===== src/icache_bus_pkg.sv =====
// Wishbone register map and data type of the cache configuration port
`default_nettype none

package icache_bus_pkg;

	// Word address width of the register port
	localparam int WB_ADDR_W = 2;

	typedef logic [31:0] reg_data_t;

	// Register map
	typedef enum logic [WB_ADDR_W-1:0] {
		REG_CTRL = 2'd0,
		REG_HITS = 2'd1,
		REG_MISSES = 2'd2,
		REG_STATUS = 2'd3
	} csr_addr_e;

endpackage

`default_nettype wire


===== src/icache_csr.sv =====
// Wishbone classic register block for cache enable, flush and hit/miss counters
`timescale 1ns/1ps
`default_nettype none

module icache_csr (
	input wire iCLOCK,
	input wire inRESET,
	input wire wb_cyc,
	input wire wb_stb,
	input wire wb_we,
	input wire [icache_bus_pkg::WB_ADDR_W-1:0] wb_adr,
	input wire icache_bus_pkg::reg_data_t wb_dat_w,
	output icache_bus_pkg::reg_data_t wb_dat_r,
	output logic wb_ack,
	input wire hit_pulse,
	input wire miss_pulse,
	input wire busy,
	output logic cache_enable,
	output logic flush_pulse
);

	icache_bus_pkg::reg_data_t hit_cnt;
	icache_bus_pkg::reg_data_t miss_cnt;
	icache_bus_pkg::csr_addr_e reg_sel;
	logic access;
	logic wr_ctrl;
	logic wr_hits;
	logic wr_misses;

	assign reg_sel = icache_bus_pkg::csr_addr_e'(wb_adr);

	// One access per cycle, ack blocks a second one
	assign access = wb_cyc && wb_stb && !wb_ack;
	assign wr_ctrl = access && wb_we && (reg_sel == icache_bus_pkg::REG_CTRL);
	assign wr_hits = access && wb_we && (reg_sel == icache_bus_pkg::REG_HITS);
	assign wr_misses = access && wb_we && (reg_sel == icache_bus_pkg::REG_MISSES);

	always_ff @(posedge iCLOCK or negedge inRESET) begin
		if (!inRESET) begin
			wb_ack <= 1'b0;
			cache_enable <= 1'b1;
			flush_pulse <= 1'b0;
		end else begin
			wb_ack <= access;
			flush_pulse <= wr_ctrl && wb_dat_w[1];
			if (wr_ctrl) begin
				cache_enable <= wb_dat_w[0];
			end
		end
	end

	// Saturating counters, cleared by any write
	always_ff @(posedge iCLOCK or negedge inRESET) begin
		if (!inRESET) begin
			hit_cnt <= '0;
			miss_cnt <= '0;
		end else begin
			if (wr_hits) begin
				hit_cnt <= '0;
			end else if (hit_pulse && (hit_cnt != '1)) begin
				hit_cnt <= hit_cnt + 1'b1;
			end
			if (wr_misses) begin
				miss_cnt <= '0;
			end else if (miss_pulse && (miss_cnt != '1)) begin
				miss_cnt <= miss_cnt + 1'b1;
			end
		end
	end

	// Read data lands together with ack
	always_ff @(posedge iCLOCK) begin
		if (access && !wb_we) begin
			case (reg_sel)
				icache_bus_pkg::REG_CTRL: wb_dat_r <= icache_bus_pkg::reg_data_t'(cache_enable);
				icache_bus_pkg::REG_HITS: wb_dat_r <= hit_cnt;
				icache_bus_pkg::REG_MISSES: wb_dat_r <= miss_cnt;
				icache_bus_pkg::REG_STATUS: wb_dat_r <= icache_bus_pkg::reg_data_t'(busy);
				default: wb_dat_r <= '0;
			endcase
		end
	end

endmodule

`default_nettype wire


===== config.mk =====
export PLATFORM = sky130hd
export DESIGN_NAME = icache_csr
export DESIGN_NICKNAME = d
export VERILOG_FILES = /design/src/icache_bus_pkg.sv /design/src/icache_csr.sv
export SDC_FILE = /design/constraint.sdc
export NUM_CORES = 1
export LEC_CHECK = 0
export BUFFER_PORTS_ARGS = -buffer_cell sky130_fd_sc_hd__buf_2
export CORE_MARGIN = 3
export CORE_UTILIZATION = 40
export CTS_CLUSTER_SIZE = 8
export DETAILED_ROUTE_END_ITERATION = 6
export SYNTH_ARGS = -nofsm -noshare
export SYNTH_HDL_FRONTEND = slang
export SYNTH_SLANG_ARGS = --single-unit

===== constraint.sdc =====
create_clock -name iCLOCK -period 4.4 [get_ports iCLOCK]
set_input_delay 0.44 -clock iCLOCK [delete_from_list [all_inputs] [get_ports iCLOCK]]
set_output_delay 0.44 -clock iCLOCK [all_outputs]
set_load 0.05 [all_outputs]

### After elaboration in Yosys (flattened, before gate mapping)

Index checks and enable logic that the tools add are counted.

| word-level totals | value |
|---|---|
| bits in registers | 99 |
| bits of input ports | 42 |
| output and inout bits | 35 |
| word-level logic and storage cells | 33 |

| cells by class | value |
|---|---|
| add/sub/neg operators | 2 |
| eq/ne operators | 5 |
| muxes and demuxes | 5 |
| reduce and logical (&&, ||, !) cells | 15 |

Operators with widths:

| operator | number |
|---|---|
| two-way mux 32 bit | 4 |
| case mux 32 bit (4 select lines) | 1 |
| adder 32 x 1 -> 32 bit, second input constant | 2 |
| inequality test 32 bit, second input constant | 2 |
| logical AND 1 bit | 10 |
| equality test 2 bit, second input constant | 2 |
| nonzero test 2 bit | 2 |
| equality test 2 x 1 -> 1 bit, second input constant | 1 |
| zero test 1 bit | 2 |
| zero test 2 bit | 1 |

### Logic depth before layout (Yosys ltp)

| depth | value |
|---|---|
| word-level depth | 5 |
| gate-level depth with buffers | 10 |
| gate-level depth less buffers | 6 |

### Worst setup path before layout

Ideal clock, no wire load.

| path | value |
|---|---|
| path type | flip-flop to flip-flop |
| start point | register wb_ack |
| end point | register wb_dat_r[0] (enable) |
| setup time | 461 ps |
| data arrival time | 2,882 ps |
| required time | 3,939 ps |
| slack | 1,057 ps |
| stages on the path, launching flop included | 2 |
| path buffers | 0 |
| clock period less this slack | 3,343 ps |
| cells stage by stage | dfrtp_1 > nor3_1 |

| between the ends | value |
|---|---|
| word-level cells in the longest chain between the ends | 3 |

RTL lines:

| what | RTL line | text |
|---|---|---|
| start, declared | icache_csr.sv:14 | `output logic wb_ack,` |
| start signal, assigned | icache_csr.sv:44 | `wb_ack <= access;` |
| zero test 1 bit | icache_csr.sv:33 | `assign access = wb_cyc && wb_stb && !wb_ack;` |
| logical AND 1 bit | icache_csr.sv:33 |  |
| logical AND 1 bit | icache_csr.sv:73 | `if (access && !wb_we) begin` |
| end signal, assigned | icache_csr.sv:75 | `icache_bus_pkg::REG_CTRL: wb_dat_r <= icache_bus_pkg::reg_data_t'(cache_enable);` |
| end signal, assigned | icache_csr.sv:76 | `icache_bus_pkg::REG_HITS: wb_dat_r <= hit_cnt;` |
| end signal, assigned | icache_csr.sv:77 | `icache_bus_pkg::REG_MISSES: wb_dat_r <= miss_cnt;` |
| end, declared | icache_csr.sv:13 | `output icache_bus_pkg::reg_data_t wb_dat_r,` |

Every way passes these cells.
A chain may end at the register's enable or synchronous reset.

### Worst setup path after layout

| path | value |
|---|---|
| start point | register miss_cnt[0] |
| end point | register miss_cnt[7] |

| between the ends | value |
|---|---|
| word-level cells in the longest chain between the ends | 3 |
| elaborated cells between the ends (all ways) | 6 |
| those cells by class | add/sub (1); eq/ne (1); mux (2); reduce/logical (2) |

RTL lines:

| what | RTL line | text |
|---|---|---|
| start, declared | icache_csr.sv:23 | `icache_bus_pkg::reg_data_t miss_cnt;` |
| start signal, assigned | icache_csr.sv:66 | `miss_cnt <= miss_cnt + 1'b1;` |
| adder 32 x 1 -> 32 bit or inequality test 32 bit (tied branches) | icache_csr.sv:66, icache_csr.sv:65 |  |
| two-way mux 32 bit or logical AND 1 bit (tied branches) | icache_csr.sv:65 | `end else if (miss_pulse && (miss_cnt != '1)) begin` |
| two-way mux 32 bit or nonzero test 2 bit (tied branches) | -- |  |

Parallel ways exist; a longest one is shown, timed or not. The select of a mux whose other input is x is not followed.

==> results_dict.tcl <==
set metrics [dict create \
    status "finished, final reports clean" \
    cp.arrival_ns 2.91 \
    syn_avg_cell_area_um2 10.3 \
    drt-vias-per-instance 5.97 \
    grt_pass1_vias 4012 \
    synth-main-ff-cell "dfrtp_1" \
    synthArstFlopShare_pct 67.7 \
    drv_slew 0 \
    core_um2 12200 \
    io_buffers 46 \
    tns_ns 0 \
    synth_fa_ha_area_share_pct 0.493 \
    vias 4175 \
    cts_hold_buf 0 \
    gp_congestion 0.833 \
    hold_viol 0 \
    synth_area_leader_cell "dfrtp_1" \
    clock_sinks 99 \
    placed_area_um2 5440 \
    crit_path_end_kind "flop" \
    rsz0062_at_grt "false" \
    worstPathRequired_ns 4.58 \
    synth_top_family_by_area "simple AND/OR/NAND/NOR gates" \
    fin_nets 570 \
    final_cells 699 \
    period_minus_slack_ns 2.73 \
    hold_path.class "primary input to async pin" \
    vdd_drop_max_mv 0.306 \
    slew_headroom_pct 21.6 \
    grt_max_degree 41 \
    start_kind "flop" \
    top_usage_layer "met2" \
    leakagePower_nw 2.22 \
    synth_mux_area_share_pct 1.06 \
    synth_xor_xnor_area_share_pct 2.93 \
    design_area_um2 5690 \
    yosys_warnings 0 \
    fillers 1167 \
    use_met3_pct 4.45 \
    path_clk_slew_ns 0.07 \
    grt_util_all_layers_pct 18.9 \
    synth_edf_count 32 \
    netlist_instances 494 \
    drive_gt1_share_pct 14.7 \
    cap_violations 0 \
    cts_tree "yes" \
    synth_top_area_share_pct 32.5 \
    synthTopCellsByCount "dfrtp_1 (66), a21oi_1 (37), nand3_1 (36), nand2_1 (34), edfxtp_1 (32)" \
    final_util_pct 46.6 \
    synth-compound-area-share_pct 17.5 \
    setup_violations 0 \
    clk_latency_ns 0.35 \
    ys_seq_elements 99 \
    hpwl_mm 8.77 \
    start_util_pct 41.6 \
    use_met1_pct 25.4 \
    synth_nets 538 \
    die_area_um2 14100 \
    dr.first_iter.drc_count 365 \
    grt_pass1_wl_mm 21.3 \
    worstSetupPathType "flop to flop" \
    max-clock-path-buffers 2 \
    fin_crit_sh_pct 62.0 \
    syn_to_final_growth_pct 12.1 \
    hold_slack_ns 0.252 \
    crit_fanout 25 \
    die_h_um 119 \
    postRouteAntennaNets 0 \
    antenna_found_initial 0 \
    top_level_ports 77 \
    synth_area_um2 5080 \
    drcViolationCount 0 \
    yosysMostFrequentCell "dfrtp_1" \
    fin_ws_ns 1.67 \
    design_power_total_mw 2.14 \
    cts_resized 0 \
    place_inst 683 \
    place_ws_ns 1.78 \
    ys_types 54 \
    synth_area_leaders "dfrtp_1 (33%), edfxtp_1 (19%), a22o_1 (5.3%)" \
    numCtsBuffers 9 \
    synthSimpleGateAreaFrac_pct 23.1 \
    synth_seq_area_share_pct 52.0 \
    clockRootBuffer "clkbuf_16" \
    die_w_um 119 \
    diodes 0 \
    grt_use_met2_pct 30.6 \
    worstMarginPinSlew_ns 1.18 \
    finClkSkew_ns 0.00922 \
    h-tree-depth 3 \
    routed_wl_mm 12.9 \
    max_freq_mhz 367 \
    rows 40 \
    overflow 0 \
    post-cts-setup-buffers 0 \
    wl_per_cell_um 18.5 \
    p_per_area_nw_per_um2 376 \
    dr.pass1.iters 5 \
]
[worst max-delay path, stage by stage (launching register included)]
cell and delay, ns:
dfrtp_1 0.49, ha_1 0.28, nand4_1 0.20, nor4_1 0.77, a31o_2 0.57, or4_1 0.18, a21oi_1 0.06
[path summary, 6_finish.rpt]
| kind | startpoint | endpoint | slack [ns] | cells after the start |
|---|---|---|---|---|
| hold reg to reg | wb_ack | wb_ack | 0.50 | 1 |
| max in group asynchronous | inRESET | miss_cnt[20] | 3.20 | 2 |
| min in group iCLOCK | wb_dat_w[1] | flush_pulse | 0.31 | 2 |
| setup / recovery | miss_cnt[0] | miss_cnt[7] | 1.67 | 6 |
| hold / removal | inRESET | hit_cnt[6] | 0.25 | 1 |
| setup reg to reg | miss_cnt[0] | miss_cnt[7] | 1.67 | 6 |
[flip-flops by register name (all words and copies together) (netlist names)]
name / cells
miss_cnt: 32
hit_cnt: 32
wb_ack: 1
wb_dat_r: 32
flush_pulse: 1
cache_enable: 1
[per-layer routing]
layer | vias up | routed length (um)
met5 | - | 0
met4 | 0 | 138
met3 | 10 | 744
met2 | 136 | 6150
met1 | 2056 | 5900
li1 | 1973 | -
[final cells by class]
type	count	area (um2)	share of cell area, %
Sequential cell	99	2640	46.4
Multi-Input combinational cell	360	2300	40.4
Timing Repair Buffer	52	275	4.84
Tap cell	168	210	3.69
Clock inverter	5	20.0	0.352
Clock buffer	11	233	4.09
Inverter	4	15.0	0.264
[cell usage in the layout (no fill, tap or decap), types with 6 or more instances in the layout]
cell	instances
nand2_1	34
o21ai_0	24
and2_1	6
a22o_1	31
dfrtp_1	66
nand4_1	21
xor2_1	6
a21oi_1	37
or3_1	21
buf_4	6
nor2_1	25
o31ai_1	10
and3_1	13
and4_1	11
clkbuf_16	9
edfxtp_1	32
xnor2_1	11
or4_1	16
nand3_1	36
buf_2	46
[where the power goes]
group,leakage [nW],switching [mW],internal (mW)
Combinational,0.888,0.158,0.103
Clock,0.123,0.335,0.375
Sequential,1.21,0.135,1.04
Total,2.22,0.628,1.51
[cell families after synthesis]
logic type / Yosys count
muxes: 4
xor gates and xnor gates: 17
and+or+nand+nor: 207
DFF: 99
adders and majority gates: 2
AOI/OAI and AO/OA: 130
buffers and inverters: 35
No activity file was read; power rests on OpenSTA's default activity.
