[config.mk]
export PLATFORM = sky130hd
export DESIGN_NAME = icache_refill_ctrl
export DESIGN_NICKNAME = d
export VERILOG_FILES = /design/src/icache_pkg.sv /design/src/icache_refill_ctrl.sv
export SDC_FILE = /design/constraint.sdc
export NUM_CORES = 1
export LEC_CHECK = 0
export ABC_AREA = 1
export BUFFER_PORTS_ARGS = -buffer_cell sky130_fd_sc_hd__clkbuf_2
export CORE_AREA = 4 4 330 332
export DETAILED_ROUTE_END_ITERATION = 6
export DIE_AREA = 0 0 334 336
export PLACE_DENSITY = 0.51
export SLEW_MARGIN = 20
export SYNTH_ARGS = -nofsm -noshare
export SYNTH_HDL_FRONTEND = slang
export SYNTH_SLANG_ARGS = --single-unit
[constraint.sdc]
create_clock -name iCLOCK -period 14.3 [get_ports iCLOCK]
set_input_delay 4.29 -clock iCLOCK [delete_from_list [all_inputs] [get_ports iCLOCK]]
set_output_delay 4.29 -clock iCLOCK [all_outputs]
set_load 0.005 [all_outputs]
[src/icache_pkg.sv]
// Instruction cache geometry, storage types and controller state encoding
`default_nettype none

package icache_pkg;

	// Data widths
	localparam int INST_W = 32;
	localparam int BEAT_W = 64;

	// Line organisation, 16 lines of 64 bytes
	localparam int LINE_BEATS = 8;
	localparam int LINE_COUNT = 16;

	// Address split
	localparam int OFFSET_W = 6;
	localparam int INDEX_W = 4;
	localparam int TAG_W = 22;

	typedef logic [INST_W-1:0] inst_t;
	typedef logic [BEAT_W-1:0] beat_t;
	typedef logic [BEAT_W*LINE_BEATS-1:0] line_t;

	// Refill controller states
	typedef enum logic [1:0] {
		ST_IDLE = 2'd0,
		ST_MEMREQ = 2'd1,
		ST_MEMGET = 2'd2,
		ST_OUTINST = 2'd3
	} ctrl_state_e;

endpackage

`default_nettype wire

[src/icache_refill_ctrl.sv]
// Instruction cache controller with hit path, miss refill FSM and fetch output select
`timescale 1ns/1ps
`default_nettype none

module icache_refill_ctrl (
	input wire iCLOCK,
	input wire inRESET,
	// Fetch unit
	input wire fetch_req,
	input wire [31:0] fetch_addr,
	output logic fetch_lock,
	output logic inst0_valid,
	output icache_pkg::inst_t inst0,
	output logic inst1_valid,
	output icache_pkg::inst_t inst1,
	input wire next_lock,
	// Memory
	output logic mem_req,
	output logic [31:0] mem_addr,
	input wire mem_lock,
	input wire mem_valid,
	input wire icache_pkg::beat_t mem_data,
	// Configuration block
	input wire cache_enable,
	output logic hit_pulse,
	output logic miss_pulse,
	output logic busy,
	// Line array
	output logic lookup_req,
	output logic [31:0] lookup_addr,
	input wire lookup_valid,
	input wire lookup_hit,
	input wire icache_pkg::beat_t lookup_beat,
	output logic fill_req,
	output logic [31:0] fill_addr,
	output icache_pkg::line_t fill_line
);

	icache_pkg::ctrl_state_e state;
	logic [icache_pkg::OFFSET_W-4:0] req_cnt;
	logic [icache_pkg::OFFSET_W-4:0] get_cnt;
	logic [31:0] req_addr;
	logic line_mode;
	icache_pkg::beat_t crit_beat;
	icache_pkg::line_t line_buf;

	logic hit_eff;
	logic miss_seen;
	logic beat_in;
	logic req_last;
	logic get_last;
	logic get_crit;
	logic out_valid;
	icache_pkg::beat_t out_beat;

	// A disabled cache treats every lookup as a miss
	assign hit_eff = lookup_hit && cache_enable;
	assign miss_seen = lookup_valid && !hit_eff;

	assign busy = (state != icache_pkg::ST_IDLE);
	assign fetch_lock = busy || next_lock || miss_seen;
	assign lookup_req = fetch_req && !fetch_lock;
	assign lookup_addr = {fetch_addr[31:3], 3'b000};

	// Statistics count when the result is consumed
	assign hit_pulse = lookup_valid && hit_eff && !next_lock;
	assign miss_pulse = miss_seen && !next_lock;

	// A line miss walks all beats and a bypass miss only one
	assign beat_in = mem_valid &&
		((state == icache_pkg::ST_MEMREQ) || (state == icache_pkg::ST_MEMGET));
	assign req_last = !line_mode ||
		(req_cnt == (icache_pkg::OFFSET_W-3)'(icache_pkg::LINE_BEATS - 1));
	assign get_last = !line_mode ||
		(get_cnt == (icache_pkg::OFFSET_W-3)'(icache_pkg::LINE_BEATS - 1));
	assign get_crit = !line_mode || (get_cnt == req_addr[icache_pkg::OFFSET_W-1:3]);

	assign mem_req = (state == icache_pkg::ST_MEMREQ);
	assign mem_addr = line_mode ?
		{req_addr[31:icache_pkg::OFFSET_W], req_cnt, 3'b000} : {req_addr[31:3], 3'b000};

	always_ff @(posedge iCLOCK or negedge inRESET) begin
		if (!inRESET) begin
			state <= icache_pkg::ST_IDLE;
			req_cnt <= '0;
			get_cnt <= '0;
			req_addr <= '0;
			line_mode <= 1'b0;
		end else begin
			if (lookup_req) begin
				req_addr <= fetch_addr;
			end
			if (beat_in) begin
				get_cnt <= get_cnt + 1'b1;
			end
			case (state)
				icache_pkg::ST_IDLE: begin
					if (miss_seen && !next_lock) begin
						state <= icache_pkg::ST_MEMREQ;
						req_cnt <= '0;
						get_cnt <= '0;
						// Mode is fixed for the whole miss
						line_mode <= cache_enable;
					end
				end
				icache_pkg::ST_MEMREQ: begin
					if (!mem_lock) begin
						if (req_last) begin
							state <= icache_pkg::ST_MEMGET;
						end else begin
							req_cnt <= req_cnt + 1'b1;
						end
					end
				end
				icache_pkg::ST_MEMGET: begin
					if (beat_in && get_last) begin
						state <= icache_pkg::ST_OUTINST;
					end
				end
				icache_pkg::ST_OUTINST: begin
					if (!next_lock) begin
						state <= icache_pkg::ST_IDLE;
					end
				end
				default: begin
					state <= icache_pkg::ST_IDLE;
				end
			endcase
		end
	end

	// First beat of the line ends up in the low bits
	always_ff @(posedge iCLOCK) begin
		if (beat_in) begin
			line_buf <= {mem_data,
				line_buf[icache_pkg::LINE_BEATS*icache_pkg::BEAT_W-1:icache_pkg::BEAT_W]};
			if (get_crit) begin
				crit_beat <= mem_data;
			end
		end
	end

	// Line is written as the critical pair leaves
	assign fill_req = (state == icache_pkg::ST_OUTINST) && !next_lock && line_mode;
	assign fill_addr = {req_addr[31:icache_pkg::OFFSET_W], {icache_pkg::OFFSET_W{1'b0}}};
	assign fill_line = line_buf;

	// Output pair comes from the array on a hit and from the captured beat after a miss
	assign out_valid = (state == icache_pkg::ST_OUTINST) || (lookup_valid && hit_eff);
	assign out_beat = (state == icache_pkg::ST_OUTINST) ? crit_beat : lookup_beat;

	assign inst0_valid = out_valid && !next_lock;
	assign inst1_valid = out_valid && !req_addr[2] && !next_lock;
	assign inst0 = req_addr[2] ?
		out_beat[icache_pkg::INST_W +: icache_pkg::INST_W] : out_beat[0 +: icache_pkg::INST_W];
	assign inst1 = out_beat[icache_pkg::INST_W +: icache_pkg::INST_W];

endmodule

`default_nettype wire

Yosys cells after proc, flatten, opt, wreduce, memory -nomap -nowiden
Cells that the tools add are included.
W data, S select, Z words.
- register bits: 617
- word-level logic and storage cells: 69
- add/subtract/negate cells: 2
- equal/unequal tests: 12
- muxes and demuxes: 16
- reductions and logical operators: 32
- operator list (kind ; number):
    $mux W64 ; 1
    $mux W32 ; 1
    $mux W3 ; 6
    $logic_and A1 B1 Y1 ; 13
    $mux W2 ; 5
    $ne A2 B2 Y1 const B ; 4
    $pmux W2 S4 ; 1
    $logic_or A1 B1 Y1 ; 7
    $add A3 B1 Y3 const B ; 2
    $eq A3 B3 Y1 const B ; 2
    $mux W6 ; 1
    $pmux W3 S2 ; 1
    $logic_not A1 Y1 ; 5
    $reduce_and A5 Y1 ; 1
    $eq A2 B2 Y1 const B ; 2
    $ne A2 B1 Y1 const B ; 2
    $reduce_and A2 Y1 ; 2
    $reduce_and A4 Y1 ; 1
    $reduce_bool A2 Y1 ; 2
    $eq A3 B3 Y1 ; 1
    $eq A2 B1 Y1 const B ; 1
    $logic_not A2 Y1 ; 1

Depth between registers and ports, before layout
- word-level depth: 6
- mapped depth: 9
- gate-level depth less buffers: 9

Worst setup path after synthesis
Ideal clock, no wire load.
- path kind: input-to-reg
- start point: input port mem_valid
- end point: register state[0]
- setup time: 0.117 ns
- data arrival time: 15.119 ns
- required time: 14.183 ns
- slack: -0.936 ns
- stages: 7
- buffers on the path: 0
- cell sequence: nand2_1 inv_1 nand2_1 a21oi_1 nand2_1 nand2_1 nand2_1
- word-level cells in the longest chain between the ends: 4
- RTL lines (element ; RTL line ; text):
    start: declaration ; icache_refill_ctrl.sv:21 ; input wire mem_valid,
    $logic_and A1 B1 Y1 ; icache_refill_ctrl.sv:70 ; assign beat_in = mem_valid &&
    named net beat_in ; icache_refill_ctrl.sv:49 ; logic beat_in;
    $logic_and A1 B1 Y1 ; icache_refill_ctrl.sv:116 ; if (beat_in && get_last) begin
    $ne A2 B1 Y1 (no line) ; -- ;
    $reduce_and A5 Y1 (no line) ; -- ;
    end signal: assignment ; icache_refill_ctrl.sv:117 ; state <= icache_pkg::ST_OUTINST;
    end signal: assignment ; icache_refill_ctrl.sv:122 ; state <= icache_pkg::ST_IDLE;
    end signal: assignment ; icache_refill_ctrl.sv:126 ; state <= icache_pkg::ST_IDLE;
    end: declaration ; icache_refill_ctrl.sv:39 ; icache_pkg::ctrl_state_e state;
The timed path passes the listed nets, and every way through them passes these cells.
A chain may end at the register's enable or synchronous reset.

Worst setup path after layout
- start point: input port cache_enable
- end point: output port lookup_req
- word-level cells in the longest chain between the ends: 6
- RTL lines (element ; RTL line ; text):
    start: declaration ; icache_refill_ctrl.sv:24 ; input wire cache_enable,
    $logic_and A1 B1 Y1 ; icache_refill_ctrl.sv:57 ; assign hit_eff = lookup_hit && cache_enable;
    $logic_not A1 Y1 ; icache_refill_ctrl.sv:58 ; assign miss_seen = lookup_valid && !hit_eff;
    $logic_and A1 B1 Y1 ; icache_refill_ctrl.sv:58 ;
    $logic_or A1 B1 Y1 ; icache_refill_ctrl.sv:61 ; assign fetch_lock = busy || next_lock || miss_seen;
    $logic_not A1 Y1 ; icache_refill_ctrl.sv:62 ; assign lookup_req = fetch_req && !fetch_lock;
    $logic_and A1 B1 Y1 ; icache_refill_ctrl.sv:62 ;
    end: declaration ; icache_refill_ctrl.sv:29 ; output logic lookup_req,
Every way passes these cells.

==> metrics.md <==
| Metric | Value |
|---|---|
| Setup violators final | 0 |
| Synth top area share | 0.822 |
| Pre-Repair DR Iteration Count | 5 |
| Core Box Area | 106,000 um2 |
| Pwr Total | 6.67 mW |
| Number of setup buffers added after CTS | 0 |
| Antenna Nets Post-Route | 0 |
| Synth cell types | 30 |
| Hold_sp | fill_line[493]$_DFFE_PP_ |
| Count of pins over their slew limit | 0 |
| Gr usage total | 0.120 |
| Most used DFF post-synth | edfxtp_1 |
| PostCTS Resize Cnt | 0 |
| Worst setup EP type | output port |
| Tcrit/Tclk final | 0.699 |
| IO Port Bufs | 835 |
| Post-synth ARST share | 0.0634 |
| Final nets | 2,096 |
| Clk buf depth | 3 |
| Worst-path cell chain | clkbuf_2 > nand2_1 > nand2_1 > nand3_4 > inv_4 > clkbuf_2 |
| Register area share after synthesis | 0.869 |
| Grt ovf | 0 |
| CP Class | in -> out |
| Syn Inst Count | 1,109 |
| Post-synth top area cell | edfxtp_1 |
| First-pass GRT wire length | 95,100 um |
| Multi-input gate area | 1760 um2 |
| Worst VDD drop | 0.106 mV |
| Clock Pin Slew Worst Setup and Hold Paths | 0.06 ns |
| H-tree levels | 3 |
| Finished Layout Cells | 3,386 |
| Reg2reg end | fill_line[89]$_DFFE_PP_ |
| FMAX | 100 MHz |
| I/O pin total | 850 |
| MaxCap Viol Count | 0 |
| # DRC | 0 |
| Via count | 12.6k |
| Worst-path fanout max | 31 |
| Register area | 18,300 um2 |
| Routed WL per cell | 21.1 um |
| Clk sinks | 615 |
| Clock skew | 0.0349 ns |
| R2r setup slk | 10.50 ns |
| Global placement routability congestion | 0.853 |
| Placed insts | 3,249 |
| Slowest stage cell, crit path | inv_4 |
| Worst Path Required | 10.01 ns |
| Hold Crit Endpoint | fill_line[429]$_DFFE_PP_ |
| DIE WIDTH | 334 um |
| Status | finished, final reports clean |
| HP Class | reg -> reg |
| Yosys reg bits | 615 |
| Mapped Area | 21,000 um2 |
| Vias in the first global route | 12.5k |
| Clock buffer count from CTS | 70 |
| Most common cell in the netlist | edfxtp_1 |
| Worst EP arrival | 5.70 ns |
| Crit path largest cell delay | 0.40 ns |
| Startpoint types | primary input |
| Final min period | 9.99 ns |
| CTS tree | done |
| Number of core rows | 120 |
| Slew @ Worst Pin | 1.22 ns |
| Final hold vios | 0 |
| Reg2reg path depth | 6 |
| RSZ-0062 raised after global routing | no |
| Hold Path Depth | 0 |
| Filler Cells Inserted | 11.0k |
| Layout cell share with drive strength beyond 1 | 0.499 |
| Commonest cells in the netlist | edfxtp_1, nand2_1, buf_4, inv_1, dfrtp_1 |
| Area delta synth->final | 35.7% |
| Relative slew slack | 0.184 |
| Die area | 112,000 um2 |
| Die height | 336 um |
| Ranking of synthesized cells by area | edfxtp_1, dfrtp_1, buf_4 |
| Vias per cell | 3.71 |
| Setup TNS | 0 ns |
| Initial antenna violation count | 21 |
| Root buffer cell | clkbuf_16 |
| Starting Density | 0.198 |
| Synth warnings | 0 |
| Post-DP HPWL | 54,200 um |
| Latest clock arrival within the worst-skew pair | 0.63 ns |
| Routed WL | 71,300 um |
| CTS Hold Bufs | 0 |
| Largest net degree at the start of global routing | 176 |
| Avg Cell Area, Syn | 19.0 um2 |
| Reg-to-Reg Start | state[1]$_DFFE_PN0P_ |
| Pwr per Cell Area | 234 nW/um2 |
| Starting DRC count in detailed routing | 764 |
| Lkg Pwr | 11.6 nW |
| Post-synth EDFFs | 576 |
[per-layer routing]
layer | up-vias | GRT usage | part of all wire
li1 | 5614 | - | -
met4 | 12 | 0.0436 | 0.028
met2 | 622 | 0.202 | 0.49
met1 | 6199 | 0.136 | 0.38
met3 | 123 | 0.0511 | 0.097
met5 | - | 0 | 0.0010
[metrics by stage]
stage	util	area [um2]	hold WS, ns	setup slack, ns
after floorplan	-	21100	0.452	1.70
after global placement	0.247	26300	0.427	4.27
after detailed placement	0.247	26300	0.431	4.30
after CTS	0.268	28500	0.433	4.29
after global routing	0.268	28500	0.440	4.25
final	0.269	28500	0.433	4.31
[worst max path at each step]
stage | slack (ns) | endpoint | cells after the start | startpoint
global placement | 4.27 | lookup_req | 6 | cache_enable
finish | 4.31 | lookup_req | 6 | cache_enable
detailed placement | 4.30 | lookup_req | 6 | cache_enable
global route | 4.25 | lookup_req | 6 | cache_enable
floorplan | 1.70 | fill_line[0]$_DFFE_PP_ | 2 | mem_valid
CTS | 4.29 | lookup_req | 6 | cache_enable
[flip-flops by register name (all words and copies together), names as in the netlist]
register	count
fill_line	512
line_mode	1
crit_beat	64
req_addr	30
req_cnt	3
state	2
get_cnt	3
[kinds of logic after synthesis]
logic type      count (synthesis)  share of synthesized area
other cells                     1                   0.000178
xor+xnor                        4                    0.00167
fa+ha+maj                       9                    0.00535
simple gates                  209                     0.0434
buf+inv                       167                     0.0504
flops                         615                      0.869
compound gates                104                     0.0302
[cell type report]
class | instances | share of cell area
Inverter | 47 | 0.00649
Antenna cell | 7 | 0.000614
Sequential cell | 615 | 0.640
Clock buffer | 87 | 0.0639
Clock inverter | 43 | 0.0154
Multi-Input combinational cell | 338 | 0.0618
Timing Repair Buffer | 846 | 0.150
Tap cell | 1403 | 0.0615
[critical path: cells and delay by family]
family / cells / cell delay, ns
buffers and inverters: 3 / 0.68
AND/OR/NAND/NOR: 3 / 0.69
[power by group]
part,switching (mW),internal [mW],leakage [nW]
Combinational,1.05,0.566,4.66
Sequential,0.386,2.90,5.87
Clock,0.749,1.02,1.10
Total,2.19,4.48,11.6
[layout by cell type, fill, tap and decap left out, types with 3 or more instances in the layout]
cell type	count
ha_1	8
xnor2_1	3
clkinv_1	14
clkbuf_2	835
conb_1	12
clkinvlp_4	4
bufinv_16	5
diode_2	7
a21oi_1	35
a22oi_1	32
nor2_1	4
clkbuf_1	16
dfrtp_1	38
nand3_1	5
or2_2	23
o21ai_2	6
edfxtp_1	576
nor3_1	3
clkbuf_16	70
inv_16	3
or2_0	7
o21ai_0	26
nand2_1	159
or2_1	3
buf_4	9
clkinv_2	13
inv_1	43
o21ai_1	3
Note: power is estimated with default switching activity, not from simulation.
